--- config.mk ---
export PLATFORM = sky130hd
export DESIGN_NAME = noc_bridge_top
export DESIGN_NICKNAME = d
export VERILOG_FILES = /design/src/hw/noc_bridge_pkg.sv /design/src/hw/credit_to_valrdy.sv /design/src/hw/link_rx_demux.sv /design/src/hw/link_tx_arbiter.sv /design/src/hw/noc_bridge_top.sv /design/src/hw/valrdy_to_credit.sv
export VERILOG_INCLUDE_DIRS = /design/src /design/src/hw
export SDC_FILE = /design/constraint.sdc
export NUM_CORES = 1
export LEC_CHECK = 0
export BUFFER_PORTS_ARGS = -buffer_cell sky130_fd_sc_hd__buf_2
export CAP_MARGIN = 20
export CELL_PAD_IN_SITES_DETAIL_PLACEMENT = 1
export CELL_PAD_IN_SITES_GLOBAL_PLACEMENT = 1
export CORE_MARGIN = 2
export CORE_UTILIZATION = 52
export CTS_BUF_LIST = sky130_fd_sc_hd__clkbuf_8 sky130_fd_sc_hd__clkbuf_16
export DETAILED_ROUTE_END_ITERATION = 10
export PLACE_DENSITY_LB_ADDON = 0.3
export SLEW_MARGIN = 10
export SYNTH_ARGS = -nofsm -noshare
export SYNTH_HDL_FRONTEND = slang
export SYNTH_SLANG_ARGS = --single-unit
--- constraint.sdc ---
create_clock -name core_ref_clk -period 5.05 [get_ports core_ref_clk]
set_input_delay 0.2525 -clock core_ref_clk [delete_from_list [all_inputs] [get_ports core_ref_clk]]
set_output_delay 0.2525 -clock core_ref_clk [all_outputs]
set_load 0.02 [all_outputs]
--- src/hw/noc_bridge_cfg.svh ---
// flit width, channel count, queue depth and credit counter width for the noc bridge
`ifndef NOC_BRIDGE_CFG_SVH
`define NOC_BRIDGE_CFG_SVH

////////////////////////////////////////////////////////////
// link and flit
////////////////////////////////////////////////////////////

// flit and off-chip link data width
`define NOC_FLIT_WIDTH 32

// noc1, noc2, noc3
`define NOC_NUM_CHANNELS 3

////////////////////////////////////////////////////////////
// queues and credits
////////////////////////////////////////////////////////////

// entries per channel queue, also the initial credit count
`define NOC_QUEUE_DEPTH 4

// wide enough to hold NOC_QUEUE_DEPTH
`define NOC_CREDIT_WIDTH 3

`endif

--- src/hw/noc_bridge_pkg.sv ---
// flit type and off-chip link channel tag enum
`include "noc_bridge_cfg.svh"

package noc_bridge_pkg;

   ////////////////////////////////////////////////////////////
   // payload
   ////////////////////////////////////////////////////////////

   // one network flit, same width as the link data
   typedef logic [`NOC_FLIT_WIDTH-1:0] flit_t;

   ////////////////////////////////////////////////////////////
   // link channel tag
   ////////////////////////////////////////////////////////////

   // 2-bit tag carried with every link flit
   // idle marks an empty link cycle
   typedef enum logic [1:0]
   {
      LINK_IDLE = 2'd0,
      LINK_NOC1 = 2'd1,
      LINK_NOC2 = 2'd2,
      LINK_NOC3 = 2'd3
   } link_channel_e;

endpackage

--- src/hw/credit_to_valrdy.sv ---
// outbound channel queue: processor valid/yummy in, valid/ready out
`timescale 1ns/1ps
`include "noc_bridge_cfg.svh"

module credit_to_valrdy
(
   input  logic                  core_ref_clk,
   input  logic                  rst_n,

   // processor side, credit flow control
   input  logic                  noc_in_valid,
   input  noc_bridge_pkg::flit_t noc_in_data,
   output logic                  noc_in_yummy,

   // link side, valid/ready
   output logic                  tx_valid,
   output noc_bridge_pkg::flit_t tx_data,
   input  logic                  tx_ready
);

   localparam int PTR_W = $clog2(`NOC_QUEUE_DEPTH);

   noc_bridge_pkg::flit_t          mem [`NOC_QUEUE_DEPTH];
   logic [PTR_W-1:0]               wr_ptr;
   logic [PTR_W-1:0]               rd_ptr;
   logic [`NOC_CREDIT_WIDTH-1:0]   count;
   logic                           push;
   logic                           pop;

   // processor only sends with a credit in hand, so a push always fits
   assign push = noc_in_valid;
   assign pop  = tx_valid && tx_ready;

   // offered from the cycle after the write
   assign tx_valid = (count != '0);
   assign tx_data  = mem[rd_ptr];

   ////////////////////////////////////////////////////////////
   // storage
   ////////////////////////////////////////////////////////////

   always_ff @(posedge core_ref_clk)
   begin
      if (push)
      begin
         mem[wr_ptr] <= noc_in_data;
      end
   end

   ////////////////////////////////////////////////////////////
   // pointers, count and yummy
   ////////////////////////////////////////////////////////////

   // pointers wrap naturally, depth is a power of two
   always_ff @(posedge core_ref_clk)
   begin
      if (!rst_n)
      begin
         wr_ptr       <= '0;
         rd_ptr       <= '0;
         count        <= '0;
         noc_in_yummy <= 1'b0;
      end
      else
      begin
         if (push)
         begin
            wr_ptr <= wr_ptr + PTR_W'(1);
         end
         if (pop)
         begin
            rd_ptr <= rd_ptr + PTR_W'(1);
         end
         count <= count + `NOC_CREDIT_WIDTH'(push) - `NOC_CREDIT_WIDTH'(pop);
         // one credit back to the processor per entry freed
         noc_in_yummy <= pop;
      end
   end

endmodule

--- src/hw/link_rx_demux.sv ---
// link receive input register and channel tag decode into per-channel writes
`timescale 1ns/1ps
`include "noc_bridge_cfg.svh"

module link_rx_demux
(
   input  logic                          core_ref_clk,
   input  logic                          rst_n,

   // off-chip link, no back-pressure
   input  noc_bridge_pkg::flit_t         link_in_data,
   input  noc_bridge_pkg::link_channel_e link_in_channel,

   // to the inbound channel queues
   output logic [`NOC_NUM_CHANNELS-1:0]  rx_write,
   output noc_bridge_pkg::flit_t         rx_data
);

   noc_bridge_pkg::flit_t          data_q;
   noc_bridge_pkg::link_channel_e  chan_q;

   // input buffer flops, tag resets to idle
   always_ff @(posedge core_ref_clk)
   begin
      if (!rst_n)
      begin
         data_q <= '0;
         chan_q <= noc_bridge_pkg::LINK_IDLE;
      end
      else
      begin
         data_q <= link_in_data;
         chan_q <= link_in_channel;
      end
   end

   // one strobe per tagged flit, none for idle
   always_comb
   begin
      for (int i = 0; i < `NOC_NUM_CHANNELS; i++)
      begin
         rx_write[i] = (chan_q == noc_bridge_pkg::link_channel_e'(i + 1));
      end
   end

   assign rx_data = data_q;

endmodule

--- src/hw/link_tx_arbiter.sv ---
// round-robin link transmit arbiter with per-channel remote credit counters
`timescale 1ns/1ps
`include "noc_bridge_cfg.svh"

module link_tx_arbiter
(
   input  logic                          core_ref_clk,
   input  logic                          rst_n,

   // from the outbound channel queues
   input  logic [`NOC_NUM_CHANNELS-1:0]  tx_valid,
   input  noc_bridge_pkg::flit_t         tx_data [`NOC_NUM_CHANNELS],
   output logic [`NOC_NUM_CHANNELS-1:0]  tx_ready,

   // off-chip link
   input  logic [`NOC_NUM_CHANNELS-1:0]  link_credit_back_in,
   output noc_bridge_pkg::flit_t         link_out_data,
   output noc_bridge_pkg::link_channel_e link_out_channel
);

   localparam int IDX_W = $clog2(`NOC_NUM_CHANNELS);

   logic [`NOC_CREDIT_WIDTH-1:0]   remote_credit [`NOC_NUM_CHANNELS];
   logic [`NOC_NUM_CHANNELS-1:0]   eligible;
   logic [`NOC_NUM_CHANNELS-1:0]   grant;
   logic [IDX_W-1:0]               grant_idx;
   logic                           grant_any;
   logic [IDX_W-1:0]               last_idx;
   noc_bridge_pkg::link_channel_e  rr_ptr;
   noc_bridge_pkg::link_channel_e  grant_tag;

   ////////////////////////////////////////////////////////////
   // grant selection
   ////////////////////////////////////////////////////////////

   // a channel competes only with a flit and a remote credit
   always_comb
   begin
      for (int i = 0; i < `NOC_NUM_CHANNELS; i++)
      begin
         eligible[i] = tx_valid[i] && (remote_credit[i] != '0);
      end
   end

   // tag to index, noc1 is channel 0
   assign last_idx = IDX_W'(rr_ptr) - IDX_W'(1);

   // search starts at the channel after the last grant
   always_comb
   begin
      int cand;
      grant     = '0;
      grant_idx = '0;
      grant_any = 1'b0;
      for (int k = 1; k <= `NOC_NUM_CHANNELS; k++)
      begin
         cand = (int'(last_idx) + k) % `NOC_NUM_CHANNELS;
         if (!grant_any && eligible[cand])
         begin
            grant[cand] = 1'b1;
            grant_idx   = IDX_W'(cand);
            grant_any   = 1'b1;
         end
      end
   end

   assign grant_tag = noc_bridge_pkg::link_channel_e'(grant_idx + IDX_W'(1));
   assign tx_ready  = grant;

   ////////////////////////////////////////////////////////////
   // link output and pointer
   ////////////////////////////////////////////////////////////

   // pointer starts on noc3 so noc1 wins first
   always_ff @(posedge core_ref_clk)
   begin
      if (!rst_n)
      begin
         rr_ptr           <= noc_bridge_pkg::LINK_NOC3;
         link_out_channel <= noc_bridge_pkg::LINK_IDLE;
      end
      else
      begin
         link_out_channel <= grant_any ? grant_tag : noc_bridge_pkg::LINK_IDLE;
         if (grant_any)
         begin
            rr_ptr <= grant_tag;
         end
      end
   end

   // data only means something with a non-idle tag
   always_ff @(posedge core_ref_clk)
   begin
      if (grant_any)
      begin
         link_out_data <= tx_data[grant_idx];
      end
   end

   ////////////////////////////////////////////////////////////
   // remote credits
   ////////////////////////////////////////////////////////////

   // send and credit-back in the same cycle cancel out
   always_ff @(posedge core_ref_clk)
   begin
      for (int i = 0; i < `NOC_NUM_CHANNELS; i++)
      begin
         if (!rst_n)
         begin
            remote_credit[i] <= `NOC_CREDIT_WIDTH'(`NOC_QUEUE_DEPTH);
         end
         else
         begin
            remote_credit[i] <= remote_credit[i]
                              - `NOC_CREDIT_WIDTH'(grant[i])
                              + `NOC_CREDIT_WIDTH'(link_credit_back_in[i]);
         end
      end
   end

endmodule

--- src/hw/noc_bridge_top.sv ---
// off-chip bridge top: outbound queues, link arbiter, link demux, inbound queues
`timescale 1ns/1ps
`include "noc_bridge_cfg.svh"

module noc_bridge_top
(
   input  logic                          core_ref_clk,
   input  logic                          rst_n,

   // processor to bridge, per channel
   input  logic [`NOC_NUM_CHANNELS-1:0]  noc_in_valid,
   input  noc_bridge_pkg::flit_t         noc_in_data [`NOC_NUM_CHANNELS],
   output logic [`NOC_NUM_CHANNELS-1:0]  noc_in_yummy,

   // bridge to processor, per channel
   output logic [`NOC_NUM_CHANNELS-1:0]  noc_out_valid,
   output noc_bridge_pkg::flit_t         noc_out_data [`NOC_NUM_CHANNELS],
   input  logic [`NOC_NUM_CHANNELS-1:0]  noc_out_yummy,

   // outgoing link
   output noc_bridge_pkg::flit_t         link_out_data,
   output noc_bridge_pkg::link_channel_e link_out_channel,
   input  logic [`NOC_NUM_CHANNELS-1:0]  link_credit_back_in,

   // incoming link
   input  noc_bridge_pkg::flit_t         link_in_data,
   input  noc_bridge_pkg::link_channel_e link_in_channel,
   output logic [`NOC_NUM_CHANNELS-1:0]  link_credit_back_out
);

   logic [`NOC_NUM_CHANNELS-1:0]   tx_valid;
   logic [`NOC_NUM_CHANNELS-1:0]   tx_ready;
   noc_bridge_pkg::flit_t          tx_data [`NOC_NUM_CHANNELS];
   logic [`NOC_NUM_CHANNELS-1:0]   rx_write;
   noc_bridge_pkg::flit_t          rx_data;

   ////////////////////////////////////////////////////////////
   // outbound, processor to link
   ////////////////////////////////////////////////////////////

   // index 0 is noc1
   for (genvar i = 0; i < `NOC_NUM_CHANNELS; i++)
   begin : g_tx
      credit_to_valrdy u_c2v
      (
         .core_ref_clk (core_ref_clk),
         .rst_n        (rst_n),
         .noc_in_valid (noc_in_valid[i]),
         .noc_in_data  (noc_in_data[i]),
         .noc_in_yummy (noc_in_yummy[i]),
         .tx_valid     (tx_valid[i]),
         .tx_data      (tx_data[i]),
         .tx_ready     (tx_ready[i])
      );
   end

   link_tx_arbiter u_arb
   (
      .core_ref_clk        (core_ref_clk),
      .rst_n               (rst_n),
      .tx_valid            (tx_valid),
      .tx_data             (tx_data),
      .tx_ready            (tx_ready),
      .link_credit_back_in (link_credit_back_in),
      .link_out_data       (link_out_data),
      .link_out_channel    (link_out_channel)
   );

   ////////////////////////////////////////////////////////////
   // inbound, link to processor
   ////////////////////////////////////////////////////////////

   link_rx_demux u_demux
   (
      .core_ref_clk    (core_ref_clk),
      .rst_n           (rst_n),
      .link_in_data    (link_in_data),
      .link_in_channel (link_in_channel),
      .rx_write        (rx_write),
      .rx_data         (rx_data)
   );

   // write data is shared, the strobe picks the queue
   for (genvar i = 0; i < `NOC_NUM_CHANNELS; i++)
   begin : g_rx
      valrdy_to_credit u_v2c
      (
         .core_ref_clk         (core_ref_clk),
         .rst_n                (rst_n),
         .rx_write             (rx_write[i]),
         .rx_data              (rx_data),
         .noc_out_valid        (noc_out_valid[i]),
         .noc_out_data         (noc_out_data[i]),
         .noc_out_yummy        (noc_out_yummy[i]),
         .link_credit_back_out (link_credit_back_out[i])
      );
   end

endmodule

--- src/hw/valrdy_to_credit.sv ---
// inbound channel queue: link writes in, processor valid/yummy out, link credit-back
`timescale 1ns/1ps
`include "noc_bridge_cfg.svh"

module valrdy_to_credit
(
   input  logic                  core_ref_clk,
   input  logic                  rst_n,

   // from the link demux
   input  logic                  rx_write,
   input  noc_bridge_pkg::flit_t rx_data,

   // processor side, credit flow control
   output logic                  noc_out_valid,
   output noc_bridge_pkg::flit_t noc_out_data,
   input  logic                  noc_out_yummy,

   // one pulse per freed entry
   output logic                  link_credit_back_out
);

   localparam int PTR_W = $clog2(`NOC_QUEUE_DEPTH);

   noc_bridge_pkg::flit_t          mem [`NOC_QUEUE_DEPTH];
   logic [PTR_W-1:0]               wr_ptr;
   logic [PTR_W-1:0]               rd_ptr;
   logic [`NOC_CREDIT_WIDTH-1:0]   count;
   logic [`NOC_CREDIT_WIDTH-1:0]   proc_credit;
   logic                           pop;

   // leaves whenever there is a flit and the processor has room
   assign pop           = (count != '0) && (proc_credit != '0);
   assign noc_out_valid = pop;
   assign noc_out_data  = mem[rd_ptr];

   ////////////////////////////////////////////////////////////
   // storage
   ////////////////////////////////////////////////////////////

   // the remote side holds link credits, so a write always fits
   always_ff @(posedge core_ref_clk)
   begin
      if (rx_write)
      begin
         mem[wr_ptr] <= rx_data;
      end
   end

   ////////////////////////////////////////////////////////////
   // pointers, count and credits
   ////////////////////////////////////////////////////////////

   always_ff @(posedge core_ref_clk)
   begin
      if (!rst_n)
      begin
         wr_ptr               <= '0;
         rd_ptr               <= '0;
         count                <= '0;
         proc_credit          <= `NOC_CREDIT_WIDTH'(`NOC_QUEUE_DEPTH);
         link_credit_back_out <= 1'b0;
      end
      else
      begin
         if (rx_write)
         begin
            wr_ptr <= wr_ptr + PTR_W'(1);
         end
         if (pop)
         begin
            rd_ptr <= rd_ptr + PTR_W'(1);
         end
         count <= count + `NOC_CREDIT_WIDTH'(rx_write) - `NOC_CREDIT_WIDTH'(pop);
         // yummy from the processor returns what a pop spent
         proc_credit <= proc_credit - `NOC_CREDIT_WIDTH'(pop)
                      + `NOC_CREDIT_WIDTH'(noc_out_yummy);
         link_credit_back_out <= pop;
      end
   end

endmodule

==> results.toml <==
[run_status]
outcome = "completed"

[synthesis]
synth_top_area_cell = "edfxtp_1"
synth_fp_nets = 1883
netlist_area_um2 = 34500
synth-edff-count = 800
async_reset_ff_share_pct = 0
synth_cell_types = 52
dominantRegCellSynth = "edfxtp_1"
synthTopCellsByArea = "edfxtp_1 70%, mux4_2 13%, dfxtp_1 6.7%"
postSynthCellCount = 1678
synth_seq_cells = 916
ys_seq_area_share_pct = 76.4
avgSynthCellArea_um2 = 20.5
yosysTopAreaCellShare_pct = 69.7
ys_warn_count = 0

[finish]
nNetsFinal = 2353
layout_common_cells = "800 x edfxtp_1, 279 x buf_2, 192 x mux4_2, 137 x dlygate4sd3_1, 110 x dfxtp_1"
area.sequential_um2 = 26400
final_common_cell = "edfxtp_1"
layout-drive-gt1-share_pct = 30.1
final_cells = 3094
design_area_um2 = 41300
multiInputGateArea_um2 = 7600
syn_to_final_growth_pct = 19.9
final_util_pct = 62.9
nFillCells = 5534

[setup_path]
critical_path.reg2reg.endpoint = "g_tx[2].u_c2v.count[2]"
crit_path_start_kind = "flip-flop"
slowest_stage = "xnor2_2"
worstPathMaxFanout = 10
critical_path.max_stage_delay_ps = 520
cp_data_required_time_ps = 5550
end_kind = "flip-flop"
crit_start = "u_arb.rr_ptr[0]"
r2r_cells = 15
worstSetupEndpoint = "g_tx[2].u_c2v.count[2]"
r2r_start = "u_arb.rr_ptr[0]"
cp.arrival_ps = 4400
reg2reg_slack_ps = 1150
crit_chain = "inv_1 -> ha_1 -> xnor2_2 -> a21oi_1 -> o211a_2 -> a311oi_2 -> nor2_1 -> ha_1 -> inv_1 -> ha_1 -> inv_1 -> fa_1 -> xor2_1 -> xnor2_1 -> nor2_1"
crit_type = "reg2reg"

[route]
first_pass_iters = 7
routedWlPerCell_um = 27.2
ant_nets = 0
num_vias = 17400
drc = 0
first_iter_violations = 1332
finalWirelength_um = 84100
vias_per_cell = 5.64

[pwr]
leakage_nw = 14.4
powerDensity_nw_per_um2 = 539
ir_worst_vdd_v = 0.000524

[cts]
cts_buffer_depth = 3
clk_latency_ps = 650
cts_buffers = 91
cts_tree = "built"
cts_htree_levels = 3
numClockSinks = 916
cts_root_buffer = "clkbuf_16"
clk_pin_slew_ps = 60

[grt]
overflow = 0
grt_pass1_wl_um = 125000
first_global_vias = 19200
grt_max_degree = 67
track_usage_pct = 25.1
antenna_found_initial = 10

[sta]
worst_pin_slew_ps = 962
max_freq_mhz = 256
setup_viol = 0
timing.final.crit_share_pct = 77.2
fin_crit_ps = 3900
hold_viol_final = 0
rsz0062_at_grt = "false"
final-max-slew-violation-count = 0
fin_setup_tns_ps = 0
clock_skew_ps = 28.5
layout_setup_ws_ps = 1150
slew_headroom_pct = 35.9

[place]
portBuffers = 279
hpwlAfterDp_um = 49800
placed_cell_area_um2 = 36900
gp_congestion = 0.787
dp.cells = 2782
dpl_worst_slack_ps = 1150

[die]
dieHeight_um = 262
start_util_pct = 52.4
rows = 94
core_um2 = 65700
die_area_um2 = 68400
die_w_um = 262
ios = 280

[run]
cap_viol_max_count = 0

[worst_hold_path]
hp-class = "in2reg"
==> what timing repair did <==
action                    CTS  global route
gates resized for setup     0             0
setup buffers               0             0
hold buffers              137             0
hold endpoints to repair  426             0
==> kinds of logic (layout without fill, tap and decap cells) <==
group | Yosys count | count (layout) | share of synthesized area [%]
simple gates | 219 | 219 | 3.20
flops | 916 | 916 | 76.4
other cells | 0 | 4 | 0
buf+inv | 133 | 681 | 1.67
fa+ha+maj | 66 | 66 | 2.65
mux | 234 | 234 | 13.8
compound gates | 72 | 72 | 1.33
xor+xnor | 38 | 38 | 0.987
==> power by group <==
group | internal, mW | switching [mW] | total, mW
clock network | 3.96 | 2.90 | 6.86
registers | 8.99 | 0.502 | 9.49
logic | 2.43 | 3.51 | 5.93
==> worst min path at each step <==
stage / startpoint / endpoint / slack [ps] / cells past startpoint
final: noc_in_valid[0] / g_tx[0].u_c2v.wr_ptr[0] / 10 / 3
after global routing: noc_in_valid[0] / g_tx[0].u_c2v.wr_ptr[0] / 8 / 3
after CTS: noc_in_valid[0] / g_tx[0].u_c2v.wr_ptr[0] / 0.3 / 3
after detailed placement: link_in_data[1] / u_demux.rx_data[1] / 470 / 2
after global placement: link_in_data[6] / u_demux.rx_data[6] / 460 / 2
after floorplan: noc_in_data[64] / g_tx[0].u_c2v.mem[0][0] / 350 / 0
==> cell type report <==
type / instances / share of cell area (%)
flip-flops and latches: 916 / 63.7
multi-input cells: 629 / 18.4
repair buffers: 456 / 7.42
clock buffers: 96 / 5.73
well taps: 864 / 2.61
clock inverters: 75 / 1.59
inverters: 54 / 0.490
diodes: 4 / 0.0242
==> registers in the layout, summed over array words and instances (netlist names), 9 cells and up, named ones only <==
register / count
u_arb.link_out_data: 32
g_tx.u_c2v.count: 9
u_arb.remote_credit: 9
g_tx.u_c2v.mem: 384
u_demux.rx_data: 32
g_rx.u_v2c.mem: 384
g_rx.u_v2c.proc_credit: 9
g_rx.u_v2c.count: 9
==> stage by stage <==
stage	total power [mW]	hold slack [ps]
after floorplan	13.6	351
after global placement	15.2	459
after detailed placement	15.5	466
after CTS	22.4	0.302
after global routing	23.2	8.14
final	22.3	13.1
==> synthesized netlist by cell type (3+ instances only) <==
| library cell | instances |
|---|---|
| mux2i_1 | 42 |
| nand2_1 | 25 |
| xnor2_1 | 21 |
| xor2_1 | 16 |
| and3_1 | 4 |
| clkbuf_1 | 44 |
| buf_4 | 9 |
| nand2b_1 | 5 |
| nand3_1 | 4 |
| inv_1 | 53 |
| o21ai_0 | 6 |
| nor3_1 | 13 |
| or3_1 | 7 |
| fa_1 | 12 |
| buf_1 | 18 |
| edfxtp_1 | 800 |
| nor2_1 | 82 |
| a21oi_1 | 45 |
| buf_2 | 4 |
| and2_1 | 68 |
| dfxtp_1 | 116 |
| mux4_2 | 192 |
| ha_1 | 52 |
| o21ai_1 | 3 |
==> worst max-delay path, delay by kind of cell (launching register included) <==
| kind | cells | cell delay, ps |
|---|---|---|
| compound gates | 3 | 870 |
| fa+ha+maj | 4 | 1190 |
| buf+inv | 3 | 230 |
| simple gates | 2 | 130 |
| xor+xnor | 3 | 850 |
| flops | 1 | 490 |
==> routing by layer <==
| metal | vias to the layer above | global-route usage, % | part of all wire (%) |
|---|---|---|---|
| met5 | - | 0 | 0.083 |
| met4 | 10 | 8.27 | 3.1 |
| met3 | 158 | 6.53 | 7.3 |
| met2 | 601 | 44.5 | 53 |
| met1 | 9102 | 29.9 | 36 |
| li1 | 7566 | - | - |
Note: power is estimated with default switching activity, not from simulation.
